`config.mk`:
```
export PLATFORM = sky130hd
export DESIGN_NAME = processor
export DESIGN_NICKNAME = d
export VERILOG_FILES = /design/src/source/proc_pkg.sv /design/src/source/alu.sv /design/src/source/fetch_stage.sv /design/src/source/reg_file.sv /design/src/source/decode_stage.sv /design/src/source/forward_unit.sv /design/src/source/execute_stage.sv /design/src/source/mem_wb_stage.sv /design/src/source/processor.sv
export SDC_FILE = /design/constraint.sdc
export NUM_CORES = 2
export LEC_CHECK = 0
export CAP_MARGIN = 20
export CORE_AREA = 2 2 386 388
export CTS_CLUSTER_SIZE = 12
export DETAILED_ROUTE_END_ITERATION = 8
export DIE_AREA = 0 0 388 390
export DONT_BUFFER_PORTS = 1
export PLACE_DENSITY_LB_ADDON = 0.3
export SETUP_SLACK_MARGIN = 0.3
export SLEW_MARGIN = 40
export SYNTH_ARGS = -nofsm -noshare
export SYNTH_HDL_FRONTEND = slang
export SYNTH_HIERARCHICAL = 1
export SYNTH_SLANG_ARGS = --single-unit
export TNS_END_PERCENT = 5
```
`constraint.sdc`:
```
create_clock -name clock -period 6.61 [get_ports clock]
set_input_delay 0 -clock clock [delete_from_list [all_inputs] [get_ports clock]]
set_output_delay 0 -clock clock [all_outputs]
set_load 0.005 [all_outputs]
```
`src/source/proc_pkg.sv`:
```
/*
 * Shared definitions for the pipelined core: widths, opcodes, ALU codes,
 * special registers, exception codes, the instruction word and decode helpers
 */
package proc_pkg;

    localparam int word_width     = 32;
    localparam int reg_addr_width = 5;
    localparam int opcode_width   = 5;
    localparam int imm_width      = 17;
    localparam int target_width   = 27;

    // Opcodes
    localparam logic [opcode_width-1:0] op_rtype = 5'b00000;
    localparam logic [opcode_width-1:0] op_j     = 5'b00001;
    localparam logic [opcode_width-1:0] op_bne   = 5'b00010;
    localparam logic [opcode_width-1:0] op_jal   = 5'b00011;
    localparam logic [opcode_width-1:0] op_jr    = 5'b00100;
    localparam logic [opcode_width-1:0] op_addi  = 5'b00101;
    localparam logic [opcode_width-1:0] op_blt   = 5'b00110;
    localparam logic [opcode_width-1:0] op_sw    = 5'b00111;
    localparam logic [opcode_width-1:0] op_lw    = 5'b01000;
    localparam logic [opcode_width-1:0] op_setx  = 5'b10101;
    localparam logic [opcode_width-1:0] op_bex   = 5'b10110;

    // ALU function field of R type instructions
    localparam logic [4:0] alu_add = 5'b00000;
    localparam logic [4:0] alu_sub = 5'b00001;
    localparam logic [4:0] alu_and = 5'b00010;
    localparam logic [4:0] alu_or  = 5'b00011;
    localparam logic [4:0] alu_sll = 5'b00100;
    localparam logic [4:0] alu_sra = 5'b00101;

    localparam logic [reg_addr_width-1:0] reg_status = 5'd30;
    localparam logic [reg_addr_width-1:0] reg_link   = 5'd31;

    // Status codes written to r30 on overflow
    localparam logic [word_width-1:0] exc_add  = 32'd1;
    localparam logic [word_width-1:0] exc_addi = 32'd2;
    localparam logic [word_width-1:0] exc_sub  = 32'd3;

    // Operand bypass selects
    localparam logic [1:0] fwd_none = 2'd0;
    localparam logic [1:0] fwd_mem  = 2'd1;
    localparam logic [1:0] fwd_wb   = 2'd2;

    typedef struct packed {
        logic [opcode_width-1:0]   opcode;
        logic [reg_addr_width-1:0] rd;
        logic [reg_addr_width-1:0] rs;
        logic [reg_addr_width-1:0] rt;
        logic [4:0]                shamt;
        logic [4:0]                alu_op;
        logic [1:0]                zero;
    } r_fields_t;

    typedef struct packed {
        logic [opcode_width-1:0]   opcode;
        logic [reg_addr_width-1:0] rd;
        logic [reg_addr_width-1:0] rs;
        logic [imm_width-1:0]      imm;
    } i_fields_t;

    typedef struct packed {
        logic [opcode_width-1:0] opcode;
        logic [target_width-1:0] target;
    } ji_fields_t;

    typedef union packed {
        r_fields_t  r;
        i_fields_t  i;
        ji_fields_t ji;
    } instr_t;

    // Instruction reads rs as its first operand
    function automatic logic uses_rs(instr_t ir);
        return ir.r.opcode inside {op_rtype, op_addi, op_sw, op_lw, op_bne, op_blt};
    endfunction

    // Instruction reads a second register
    function automatic logic uses_b(instr_t ir);
        return ir.r.opcode inside {op_rtype, op_sw, op_bne, op_blt, op_jr, op_bex};
    endfunction

    // Second register: rt for R type, r30 for bex, rd otherwise
    function automatic logic [reg_addr_width-1:0] b_reg(instr_t ir);
        if (ir.r.opcode == op_rtype)
            return ir.r.rt;
        if (ir.r.opcode == op_bex)
            return reg_status;
        return ir.r.rd;
    endfunction

    // rd is a real destination once jal, setx and exceptions are rewritten
    function automatic logic writes_rd(instr_t ir);
        return ir.r.opcode inside {op_rtype, op_addi, op_lw, op_jal, op_setx};
    endfunction

endpackage

```
`src/source/alu.sv`:
```
/*
 * Integer ALU with not-equal, signed less-than and signed overflow flags
 */
`timescale 1ns/1ps

module alu import proc_pkg::*; (
    input  logic [word_width-1:0] a,
    input  logic [word_width-1:0] b,
    input  logic [4:0]            alu_op,
    input  logic [4:0]            shamt,
    output logic [word_width-1:0] result,
    output logic                  not_equal,
    output logic                  less_than,
    output logic                  overflow
);

    localparam int msb = word_width - 1;

    logic [word_width-1:0] sum;
    logic [word_width-1:0] diff;

    assign sum  = a + b;
    assign diff = a - b;

    always_comb begin
        case (alu_op)
            alu_add: result = sum;
            alu_sub: result = diff;
            alu_and: result = a & b;
            alu_or:  result = a | b;
            alu_sll: result = a << shamt;
            alu_sra: result = $signed(a) >>> shamt;
            default: result = '0;
        endcase
    end

    assign not_equal = a != b;
    assign less_than = $signed(a) < $signed(b);

    // Sign of the result disagrees with what the operand signs allow
    assign overflow = (alu_op == alu_sub) ?
                      (a[msb] != b[msb]) && (diff[msb] != a[msb]) :
                      (a[msb] == b[msb]) && (sum[msb] != a[msb]);

endmodule

```
`src/source/fetch_stage.sv`:
```
/*
 * Program counter, next PC selection and the fetch/decode register
 */
`timescale 1ns/1ps

module fetch_stage import proc_pkg::*; (
    input  logic                  clock,
    input  logic                  reset,
    input  logic                  stall,
    input  logic                  flush,
    input  logic [word_width-1:0] target_pc,
    input  instr_t                q_imem,
    output logic [word_width-1:0] address_imem,
    output logic [word_width-1:0] fd_pc,
    output instr_t                fd_ir
);

    logic [word_width-1:0] pc;
    logic [word_width-1:0] pc_plus_one;

    assign pc_plus_one  = pc + word_width'(1);
    assign address_imem = pc;

    // fd_pc is the address after the fetched word, the base for branch targets and links
    always_ff @(posedge clock) begin
        if (reset) begin
            pc    <= '0;
            fd_pc <= '0;
            fd_ir <= '0;
        end else if (flush || !stall) begin
            pc    <= flush ? target_pc : pc_plus_one;
            fd_pc <= pc_plus_one;
            // Word fetched behind a taken branch is dropped
            fd_ir <= flush ? '0 : q_imem;
        end
    end

    // Load-use stall from decode must freeze the fetch address
    assert property (@(posedge clock) disable iff (reset)
        stall |=> $stable(pc) && $stable(fd_ir));

endmodule

```
`src/source/reg_file.sv`:
```
/*
 * 32 by 32 register file, r0 reads zero, writes visible to same-cycle reads
 */
`timescale 1ns/1ps

module reg_file import proc_pkg::*; (
    input  logic                      clock,
    input  logic                      reset,
    input  logic                      write_enable,
    input  logic [reg_addr_width-1:0] write_reg,
    input  logic [reg_addr_width-1:0] rs_addr,
    input  logic [reg_addr_width-1:0] rt_addr,
    input  logic [word_width-1:0]     write_data,
    output logic [word_width-1:0]     rs_data,
    output logic [word_width-1:0]     rt_data
);

    logic [word_width-1:0] regs [32];

    always_ff @(posedge clock) begin
        if (reset) begin
            for (int i = 0; i < 32; i++)
                regs[i] <= '0;
        end else if (write_enable && write_reg != '0) begin
            regs[write_reg] <= write_data;
        end
    end

    // Write-through so decode sees the value retiring this cycle
    assign rs_data = (write_enable && write_reg == rs_addr && rs_addr != '0) ?
                     write_data : regs[rs_addr];
    assign rt_data = (write_enable && write_reg == rt_addr && rt_addr != '0) ?
                     write_data : regs[rt_addr];

    assert property (@(posedge clock) disable iff (reset) regs[0] == '0);

endmodule

```
`src/source/decode_stage.sv`:
```
/*
 * Register read selection, load-use hazard detection and the decode/execute register
 */
`timescale 1ns/1ps

module decode_stage import proc_pkg::*; (
    input  logic                      clock,
    input  logic                      reset,
    input  logic                      flush,
    input  logic [word_width-1:0]     fd_pc,
    input  instr_t                    fd_ir,
    input  logic [word_width-1:0]     rs_data,
    input  logic [word_width-1:0]     rt_data,
    output logic [reg_addr_width-1:0] rs_addr,
    output logic [reg_addr_width-1:0] rt_addr,
    output logic                      stall,
    output logic [word_width-1:0]     dx_pc,
    output logic [word_width-1:0]     dx_a,
    output logic [word_width-1:0]     dx_b,
    output instr_t                    dx_ir
);

    logic dx_is_load;
    logic base_offset_zero;
    logic rs_hazard;
    logic b_hazard;

    assign rs_addr = fd_ir.r.rs;
    assign rt_addr = b_reg(fd_ir);

    // Load in execute whose result decode needs next cycle
    assign dx_is_load = dx_ir.r.opcode == op_lw && dx_ir.r.rd != '0;

    // A zero offset address is patched in memory from writeback
    assign base_offset_zero = (fd_ir.r.opcode inside {op_sw, op_lw}) && fd_ir.i.imm == '0;
    assign rs_hazard = uses_rs(fd_ir) && !base_offset_zero && fd_ir.r.rs == dx_ir.r.rd;

    // Store data is also patched in memory, so sw never waits on it
    assign b_hazard = uses_b(fd_ir) && fd_ir.r.opcode != op_sw && rt_addr == dx_ir.r.rd;

    assign stall = dx_is_load && (rs_hazard || b_hazard);

    always_ff @(posedge clock) begin
        if (reset || stall || flush) begin
            dx_pc <= '0;
            dx_a  <= '0;
            dx_b  <= '0;
            dx_ir <= '0;
        end else begin
            dx_pc <= fd_pc;
            dx_a  <= rs_data;
            dx_b  <= rt_data;
            dx_ir <= fd_ir;
        end
    end

endmodule

```
`src/source/forward_unit.sv`:
```
/*
 * Bypass selection for execute operands and for memory-stage address and store data
 */
`timescale 1ns/1ps

module forward_unit import proc_pkg::*; (
    input  instr_t     dx_ir,
    input  instr_t     xm_ir,
    input  instr_t     mw_ir,
    output logic [1:0] sel_a,
    output logic [1:0] sel_b,
    output logic       sw_data_fwd,
    output logic       addr_fwd
);

    logic [reg_addr_width-1:0] m_rd;
    logic [reg_addr_width-1:0] w_rd;
    logic [reg_addr_width-1:0] b_src;
    logic                      m_writes;
    logic                      w_writes;

    assign m_rd  = xm_ir.r.rd;
    assign w_rd  = mw_ir.r.rd;
    assign b_src = b_reg(dx_ir);

    // A load in memory has only its address so far, hence the stall
    assign m_writes = writes_rd(xm_ir) && xm_ir.r.opcode != op_lw && m_rd != '0;
    assign w_writes = writes_rd(mw_ir) && w_rd != '0;

    // Memory is younger than writeback and wins
    always_comb begin
        sel_a = fwd_none;
        if (uses_rs(dx_ir) && m_writes && m_rd == dx_ir.r.rs)
            sel_a = fwd_mem;
        else if (uses_rs(dx_ir) && w_writes && w_rd == dx_ir.r.rs)
            sel_a = fwd_wb;

        sel_b = fwd_none;
        if (uses_b(dx_ir) && m_writes && m_rd == b_src)
            sel_b = fwd_mem;
        else if (uses_b(dx_ir) && w_writes && w_rd == b_src)
            sel_b = fwd_wb;
    end

    // Loaded value reaching a store right behind the load
    assign sw_data_fwd = xm_ir.r.opcode == op_sw && w_writes && w_rd == m_rd;

    // Zero offset means the address is the base register itself
    assign addr_fwd = (xm_ir.r.opcode inside {op_sw, op_lw}) && xm_ir.i.imm == '0 &&
                      w_writes && w_rd == xm_ir.r.rs;

endmodule

```
`src/source/execute_stage.sv`:
```
/*
 * Operand bypass muxes, branch and jump resolution, exception and link rewriting,
 * and the execute/memory register
 */
`timescale 1ns/1ps

module execute_stage import proc_pkg::*; (
    input  logic                  clock,
    input  logic                  reset,
    input  logic [word_width-1:0] dx_pc,
    input  logic [word_width-1:0] dx_a,
    input  logic [word_width-1:0] dx_b,
    input  logic [word_width-1:0] xm_o_fwd,
    input  logic [word_width-1:0] write_data,
    input  instr_t                dx_ir,
    input  logic [1:0]            sel_a,
    input  logic [1:0]            sel_b,
    output logic                  branch_taken,
    output logic                  jump_taken,
    output logic [word_width-1:0] target_pc,
    output logic [word_width-1:0] xm_o,
    output logic [word_width-1:0] xm_b,
    output instr_t                xm_ir
);

    logic [opcode_width-1:0] op;
    logic [word_width-1:0]   a_fwd, b_fwd;
    logic [word_width-1:0]   alu_a, alu_b, alu_result;
    logic [word_width-1:0]   imm_ext, jump_target, x_o;
    logic [4:0]              alu_op;
    logic                    not_equal, less_than, overflow;
    logic                    is_add, is_sub, is_addi, exc_taken;
    instr_t                  x_ir;

    assign op = dx_ir.r.opcode;

    assign a_fwd = (sel_a == fwd_mem) ? xm_o_fwd : (sel_a == fwd_wb) ? write_data : dx_a;
    assign b_fwd = (sel_b == fwd_mem) ? xm_o_fwd : (sel_b == fwd_wb) ? write_data : dx_b;

    assign imm_ext     = {{(word_width - imm_width){dx_ir.i.imm[imm_width-1]}}, dx_ir.i.imm};
    assign jump_target = word_width'(dx_ir.ji.target);

    // bex compares r30 against zero
    assign alu_a  = (op == op_bex) ? '0 : a_fwd;
    assign alu_b  = (op inside {op_rtype, op_bne, op_blt, op_bex}) ? b_fwd : imm_ext;
    assign alu_op = (op == op_rtype) ? dx_ir.r.alu_op : alu_add;

    alu u_alu (
        .a         (alu_a),
        .b         (alu_b),
        .alu_op    (alu_op),
        .shamt     (dx_ir.r.shamt),
        .result    (alu_result),
        .not_equal (not_equal),
        .less_than (less_than),
        .overflow  (overflow)
    );

    // blt is taken when rd < rs, operand b is rd
    assign branch_taken = (op == op_bne && not_equal) ||
                          (op == op_blt && !less_than && not_equal);
    assign jump_taken   = (op inside {op_j, op_jal, op_jr}) || (op == op_bex && not_equal);

    // dx_pc already points one past this instruction
    assign target_pc = branch_taken ? dx_pc + imm_ext :
                       (op == op_jr) ? b_fwd : jump_target;

    assign is_add    = op == op_rtype && dx_ir.r.alu_op == alu_add;
    assign is_sub    = op == op_rtype && dx_ir.r.alu_op == alu_sub;
    assign is_addi   = op == op_addi;
    assign exc_taken = (is_add || is_sub || is_addi) && overflow;

    // Implicit destinations are folded into rd for forwarding and writeback
    always_comb begin
        x_ir = dx_ir;
        x_o  = alu_result;
        if (exc_taken) begin
            x_ir.r.rd = reg_status;
            x_o       = is_addi ? exc_addi : (is_sub ? exc_sub : exc_add);
        end else if (op == op_jal) begin
            x_ir.r.rd = reg_link;
            x_o       = dx_pc;
        end else if (op == op_setx) begin
            x_ir.r.rd = reg_status;
            x_o       = jump_target;
        end
    end

    always_ff @(posedge clock) begin
        if (reset) begin
            xm_ir <= '0;
            xm_o  <= '0;
            xm_b  <= '0;
        end else begin
            xm_ir <= x_ir;
            xm_o  <= x_o;
            xm_b  <= b_fwd;
        end
    end

    assert property (@(posedge clock) disable iff (reset) !(branch_taken && jump_taken));

endmodule

```
`src/source/mem_wb_stage.sv`:
```
/*
 * Data memory port with writeback bypass, memory/writeback register, write-back select
 */
`timescale 1ns/1ps

module mem_wb_stage import proc_pkg::*; (
    input  logic                      clock,
    input  logic                      reset,
    input  instr_t                    xm_ir,
    input  logic [word_width-1:0]     xm_o,
    input  logic [word_width-1:0]     xm_b,
    input  logic [word_width-1:0]     q_dmem,
    input  logic                      sw_data_fwd,
    input  logic                      addr_fwd,
    output logic [word_width-1:0]     address_dmem,
    output logic [word_width-1:0]     data,
    output logic                      wren,
    output instr_t                    mw_ir,
    output logic                      write_enable,
    output logic [reg_addr_width-1:0] write_reg,
    output logic [word_width-1:0]     write_data
);

    logic [word_width-1:0] mw_o;
    logic [word_width-1:0] mw_d;

    assign address_dmem = addr_fwd ? write_data : xm_o;
    assign data         = sw_data_fwd ? write_data : xm_b;
    assign wren         = xm_ir.r.opcode == op_sw;

    always_ff @(posedge clock) begin
        if (reset) begin
            mw_ir <= '0;
            mw_o  <= '0;
            mw_d  <= '0;
        end else begin
            mw_ir <= xm_ir;
            mw_o  <= xm_o;
            mw_d  <= q_dmem;
        end
    end

    // Bubbles and r0 targets never write
    assign write_reg    = mw_ir.r.rd;
    assign write_enable = writes_rd(mw_ir) && mw_ir.r.rd != '0;
    assign write_data   = (mw_ir.r.opcode == op_lw) ? mw_d : mw_o;

    // Stores only, and bypassed address and data must be resolved by then
    assert property (@(posedge clock) disable iff (reset)
        wren |-> xm_ir.r.opcode == op_sw && !$isunknown({address_dmem, data}));

endmodule

```
`src/source/processor.sv`:
```
/*
 * Five-stage pipelined core top level with register file and forwarding
 */
`timescale 1ns/1ps

module processor import proc_pkg::*; (
    input  logic                  clock,
    input  logic                  reset,
    output logic [word_width-1:0] address_imem,
    input  logic [word_width-1:0] q_imem,
    output logic [word_width-1:0] address_dmem,
    output logic [word_width-1:0] data,
    output logic                  wren,
    input  logic [word_width-1:0] q_dmem
);

    logic [word_width-1:0]     fd_pc, dx_pc, dx_a, dx_b, target_pc;
    logic [word_width-1:0]     xm_o, xm_b, rs_data, rt_data, write_data;
    logic [reg_addr_width-1:0] rs_addr, rt_addr, write_reg;
    logic [1:0]                sel_a, sel_b;
    logic                      stall, flush, branch_taken, jump_taken;
    logic                      sw_data_fwd, addr_fwd, write_enable;
    instr_t                    fd_ir, dx_ir, xm_ir, mw_ir;

    // Taken control transfer squashes the two younger instructions
    assign flush = branch_taken | jump_taken;

    fetch_stage u_fetch (
        .clock, .reset, .stall, .flush, .target_pc,
        .q_imem, .address_imem, .fd_pc, .fd_ir
    );

    decode_stage u_decode (
        .clock, .reset, .flush, .fd_pc, .fd_ir, .rs_data, .rt_data,
        .rs_addr, .rt_addr, .stall, .dx_pc, .dx_a, .dx_b, .dx_ir
    );

    reg_file u_reg_file (
        .clock, .reset, .write_enable, .write_reg, .rs_addr, .rt_addr,
        .write_data, .rs_data, .rt_data
    );

    execute_stage u_execute (
        .clock, .reset, .dx_pc, .dx_a, .dx_b,
        .xm_o_fwd (xm_o),
        .write_data, .dx_ir, .sel_a, .sel_b, .branch_taken, .jump_taken,
        .target_pc, .xm_o, .xm_b, .xm_ir
    );

    forward_unit u_forward (
        .dx_ir, .xm_ir, .mw_ir, .sel_a, .sel_b, .sw_data_fwd, .addr_fwd
    );

    mem_wb_stage u_mem_wb (
        .clock, .reset, .xm_ir, .xm_o, .xm_b, .q_dmem, .sw_data_fwd, .addr_fwd,
        .address_dmem, .data, .wren, .mw_ir, .write_enable, .write_reg, .write_data
    );

endmodule

```
# Word level (Yosys, flattened, before mapping)
# Memories as Yosys holds them, arrays and structs flattened. A register that Yosys moved wholly into a read port is not among the register bits.
# Cells that the tools add are included.
# totals
reg_bits,352
ramBits,1024
input_bits,66
out_inout_bits,97
mem_count,1
# op_classes
add_sub_neg,4
order_cmp,1
eq_ne,51
shifts,2
mux,50
n_bitwise,3
n_reduce_logical,67
# mem_list
name,depth,word_bits,read_ports,rd_clocked_by_memory_dff,wr,line,text
u_reg_file.regs,32,32,2,2,32,reg_file.sv:18,logic [word_width-1:0] regs [32];
# op_table
cell,count
32-bit 2-to-1 mux,18
32-bit case mux with 6 select lines,1
"5-bit by 3-bit equality test with 1-bit output, second input constant",13
5-bit 2-to-1 mux,13
32-bit adder,2
5-bit equality test,8
"5-bit by 2-bit equality test with 1-bit output, second input constant",7
17-bit logical NOT,2
1-bit logical AND,33
"32-bit by 1-bit adder with 32-bit output, second input constant",1
32-bit bitwise AND,1
32-bit < comparator,1
32-bit != test,1
32-bit bitwise OR,1
32-bit OR reduction,1
32-bit by 5-bit << shifter with 32-bit output,1
32-bit by 5-bit >>> shifter with 32-bit output,1
32-bit subtractor,1
5-bit logical NOT,6
"5-bit equality test, second input constant",5
5-bit nonzero test,5
6-bit nonzero test,4
"5-bit by 4-bit equality test with 1-bit output, second input constant",4
"5-bit by 1-bit equality test with 1-bit output, second input constant",3
other kinds (15),45

# Logic depth before layout (Yosys ltp)
# depth
word_depth,20
mapped_depth,35
mapped_depth_nobuf,29

# Cells and area by module
# Netlist, hierarchy kept.
# modules_own_cells
mod,instances,cells_per_inst,area_each_um2
reg_file,1,3714,55429.4
alu,1,1259,8305.5
execute_stage,1,1012,7810.0
decode_stage,1,522,5230.0
fetch_stage,1,518,4599.4
mem_wb_stage,1,470,4013.8
forward_unit,1,109,834.6
processor,1,1,6.3

# Worst setup path after synthesis
# Ideal clock, no wire load.
# synth_timing
path_type,flip-flop to flip-flop
start,register u_decode/dx_ir[30] (netlist bit)
end,register u_fetch.pc[30] (netlist: u_fetch/address_imem[30])
setup_ps,73
arrival_ps,6986
t_required_ps,6537
setup_slack_ps,-450
path_stages_with_launch,34
cell_sequence,dfxtp_1 or3_4 or2_1 buf_6 o22a_2 o2111ai_2 a2111oi_4 nor4_2 clkbuf_1 buf_1 mux2i_1 nand2_1 o21ai_0 o21ai_0 ha_1 inv_1 fa_1 nand2b_1 a21oi_1 o221ai_2 a21oi_1 a221o_1 a2111oi_2 o221ai_1 o21ai_0 nand2_1 nand4_1 inv_1 or2_1 clkbuf_1 or3_1 clkbuf_1 or4_4 o211ai_2
# synth_lines
element,line,text
start: declaration,decode_stage.sv:20,output instr_t dx_ir
start signal: assignment,decode_stage.sv:53,dx_ir <= fd_ir;
5-bit equality test,"proc_pkg.sv:82, proc_pkg.sv:89",
1-bit 2-to-1 mux (2 in series),proc_pkg.sv:89,if (ir.r.opcode == op_bex)
5-bit 2-to-1 mux,proc_pkg.sv:91,return ir.r.rd;
5-bit 2-to-1 mux,proc_pkg.sv:89,
5-bit equality test,forward_unit.sv:39,if (uses_b(dx_ir) && m_writes && m_rd == b_src)
1-bit logical AND (*),forward_unit.sv:39,
2-bit 2-to-1 mux (*),forward_unit.sv:39,
named net sel_b[0],processor.sv:20,"logic [1:0] sel_a, sel_b;"
[... 4 more ...],n/a,
named net u_execute.alu_b[0],execute_stage.sv:28,"logic [word_width-1:0] alu_a, alu_b, alu_result;"
[... 1 more ...],n/a,
named net u_execute.less_than,execute_stage.sv:31,"logic not_equal, less_than, overflow;"
1-bit logical NOT (*),execute_stage.sv:61,(op == op_blt && !less_than && not_equal);
1-bit logical AND (*) (2 in series),execute_stage.sv:61,
1-bit logical OR (*),execute_stage.sv:60,assign branch_taken = (op == op_bne && not_equal) ||
named net branch_taken,processor.sv:21,"logic stall, flush, branch_taken, jump_taken;"
1-bit bitwise OR (*),processor.sv:26,assign flush = branch_taken | jump_taken;
named net flush,processor.sv:21,
32-bit 2-to-1 mux or 1-bit logical OR (tied branches),"fetch_stage.sv:31, fetch_stage.sv:30",
end signal: assignment,fetch_stage.sv:31,pc <= flush ? target_pc : pc_plus_one;
end: declaration,fetch_stage.sv:18,logic [word_width-1:0] pc;
# The timed path passes the listed nets; every way through them passes the cells marked *. The select of a mux whose other input is x is not followed.
# A chain may end at the register's enable or synchronous reset.

# Worst setup path after layout
# layout_timing
start,register u_decode/dx_ir[30] (netlist bit)
end,"register u_decode.dx_a[21], read port of u_reg_file.regs"
# layout_lines
element,line,text
5-bit by 3-bit equality test with 1-bit output (tied with other cells),proc_pkg.sv:77,"return ir.r.opcode inside {op_rtype, op_addi, op_sw, op_lw, op_bne, op_blt};"
6-bit nonzero test (*),proc_pkg.sv:77,
1-bit logical AND (2 in series),forward_unit.sv:35,else if (uses_rs(dx_ir) && w_writes && w_rd == dx_ir.r.rs)
2-bit 2-to-1 mux,forward_unit.sv:35,
2-bit 2-to-1 mux (*),forward_unit.sv:33,if (uses_rs(dx_ir) && m_writes && m_rd == dx_ir.r.rs)
named net sel_a[1],processor.sv:20,
2-bit equality test,execute_stage.sv:37,assign a_fwd = (sel_a == fwd_mem) ? xm_o_fwd : (sel_a == fwd_wb) ? write_data : dx_a;
32-bit 2-to-1 mux,execute_stage.sv:37,
[... 2 more ...],n/a,
named net u_execute.alu_a[29],execute_stage.sv:28,
32-bit != test (*),alu.sv:37,assign not_equal = a != b;
named net u_execute.not_equal,execute_stage.sv:31,
1-bit logical AND (*),execute_stage.sv:62,"assign jump_taken = (op inside {op_j, op_jal, op_jr}) || (op == op_bex && not_equal);"
1-bit logical OR (*),execute_stage.sv:62,
named net jump_taken,processor.sv:21,
1-bit bitwise OR (*),processor.sv:26,
named net flush,processor.sv:21,
1-bit logical OR (*),decode_stage.sv:44,if (reset || stall || flush) begin
end: declaration,decode_stage.sv:18,"output logic [word_width-1:0] dx_a,"
# Marked as above.

==> results.toml <==
[placed_design]
place_inst = 9436
portBuffers = 0
dp_hpwl_um = 220000
gp_congestion = 1.06
pre_cts_slack_ps = -286
place_area_um2 = 90300

[sta]
fin_hold_ws_ps = -689
layout_setup_ws_ps = -204
finalCritPeriodShare = 1.03
hold_violations = 102
finClkSkew_ps = 51.6
clock.fmax_mhz = 147
fin_crit_ps = 6810
slew_violations = 0
worstMarginPinSlew_ps = 1030
rsz0062_at_grt = "true"
setup_viol = 172
slew_headroom = 0.316

[setup_path]
r2r_slack_ps = -200
crit_path_max_fanout = 27
crit_path_start_kind = "register"
cp_common_cell = "buf_4"
required_ps = 7320
crit_arrival_ps = 7520
reg2reg_from = "u_decode/dx_ir[30]"
crit_path_end_kind = "register"
worstSetupStartpoint = "u_decode/dx_ir[30]"
path_class = "reg2reg"
cp_slowest_cell = "a211oi_1"
critPathMaxStageDelay_ps = 800
rr_endpoint = "u_decode/dx_a[21]"
worstSetupEndpoint = "u_decode/dx_a[21]"
reg2reg_depth = 30

[finish]
syn_to_final_growth_pct = 18.4
layout_common_cells = "1024 x edfxtp_1, 970 x and2_1, 634 x buf_4, 476 x mux4_2, 396 x mux2i_1"
multi_input_area_um2 = 44600
final_nets = 8285
drive_gt1_frac = 0.252
largest_register = "u_reg_file/regs"
fill_cells = 10300
largest_reg_flops = 1024
final_area_um2 = 101000
final_common_cell = "edfxtp_1"
seq_area_um2 = 38700
instances_no_fill = 10100

[drt]
first_pass_iters = 9
vias = 71400
drc = 0
drtIter0Drc = 10900
wl_um = 344000
viasPerCell = 7.05
wl_per_cell_um = 34.0
ant_nets = 0

[clock_tree]
htree_levels = 4
cts_buffers = 154
clk_path_buf_depth = 3
cts_tree = "built"
cts_root_buf = "clkbuf_16"
clock_latency_ps = 820
clock_sinks = 1418
clkTransAtPathRegs_ps = 60

[global_routing]
grt_overflow = 0
grt_usage = 0.440
grt_pass1_vias = 69800
antenna_found_initial = 21
grt_pass1_wl_um = 482000
grt_start_max_net_pins = 275

[floorplanning]
start_util = 0.582
core.rowCount = 141
die_x_um = 388
die_h_um = 390
coreArea_um2 = 147000
io_pins = 163
die_area_um2 = 151000

[run_status]
run_status = "finished with violations"
violations = "negative hold slack, negative setup slack"

[yosys]
syn-cell-area_um2 = 85600
syn_inst = 7560
synth_area_per_cell_um2 = 11.3
ys_warn_count = 6

[power_and_ir_drop]
power-per-cell-area_nw_per_um2 = 339
p_switching_mw = 13.4
p_clk_frac = 0.245
power.leakage_nw = 38.2
pwr-share-comb = 0.444
internal_power_mw = 21.0
vdd.ir_drop.worst_mv = 0.285
pwr-share-seq = 0.312
p_sw_frac = 0.390

[min_path]
hp-start = "reset"
hp-class = "in2reg"

[run]
maxCapViolations = 0
[per-stage QoR]
stage	setup TNS [ps]	power [mW]	hold slack, ps	utilization
global placement	-35160	24.2	93.0	0.613
detailed placement	-42520	24.3	97.9	0.614
floorplan	0	18.0	128	-
global route	-41020	35.2	-729	0.689
CTS	-885	33.2	-728	0.681
finish	-12890	34.4	-689	0.689
[layer usage]
metal / wire [um] / global-route usage / vias up
met5: 71 / 0 / -
met4: 28500 / 0.304 / 10
met3: 46600 / 0.127 / 1467
met2: 151000 / 0.666 / 5757
met1: 118000 / 0.548 / 35100
li1: - / - / 29100
[critical path, delay by kind of cell (launching register included)]
kind            cells  cell delay, ps
mux                 1             120
compound gates      6            1760
simple gates       11            2240
fa+ha+maj           1             370
flops               1             340
buf+inv            11            1830
[how the worst min path moves through the flow]
stage	endpoint	depth (start not counted)
floorplan	u_mem_wb/mw_d[0]	1
global placement	u_fetch/fd_pc[9]	1
detailed placement	u_fetch/address_imem[7]	1
CTS	u_fetch/fd_pc[25]	1
global route	u_fetch/fd_pc[6]	1
finish	u_fetch/fd_pc[6]	1
[repair_timing]
action / CTS / global route
pin swaps: 171 / 81
setup endpoints to repair: 261 / 261
endpoints found under the hold margin: 506 / 194
hold buffers: 369 / 4
gates cloned: 7 / 7
buffers inserted: 12 / 15
resized for setup: 246 / 166
[area by class of cell]
class                   instances  area share
multi-input cells            5170       0.440
flip-flops and latches       1418       0.381
repair buffers               1075      0.0973
clock buffers                 214      0.0420
well taps                    1930      0.0238
inverters                     260     0.00962
clock inverters                58     0.00559
diodes                         10    0.000247
[power by group through the flow]
stage | Combinational, mW | Sequential (mW) | Clock, mW
6_report | 15.3 | 10.7 | 8.42
4_1_cts | 14.2 | 10.6 | 8.39
3_3_place_gp | 13.4 | 10.8 | 0
5_1_grt | 15.8 | 10.7 | 8.75
3_5_place_dp | 13.4 | 10.8 | 0
2_1_floorplan | 7.51 | 10.5 | 0
No activity file was read; power rests on OpenSTA's default activity.
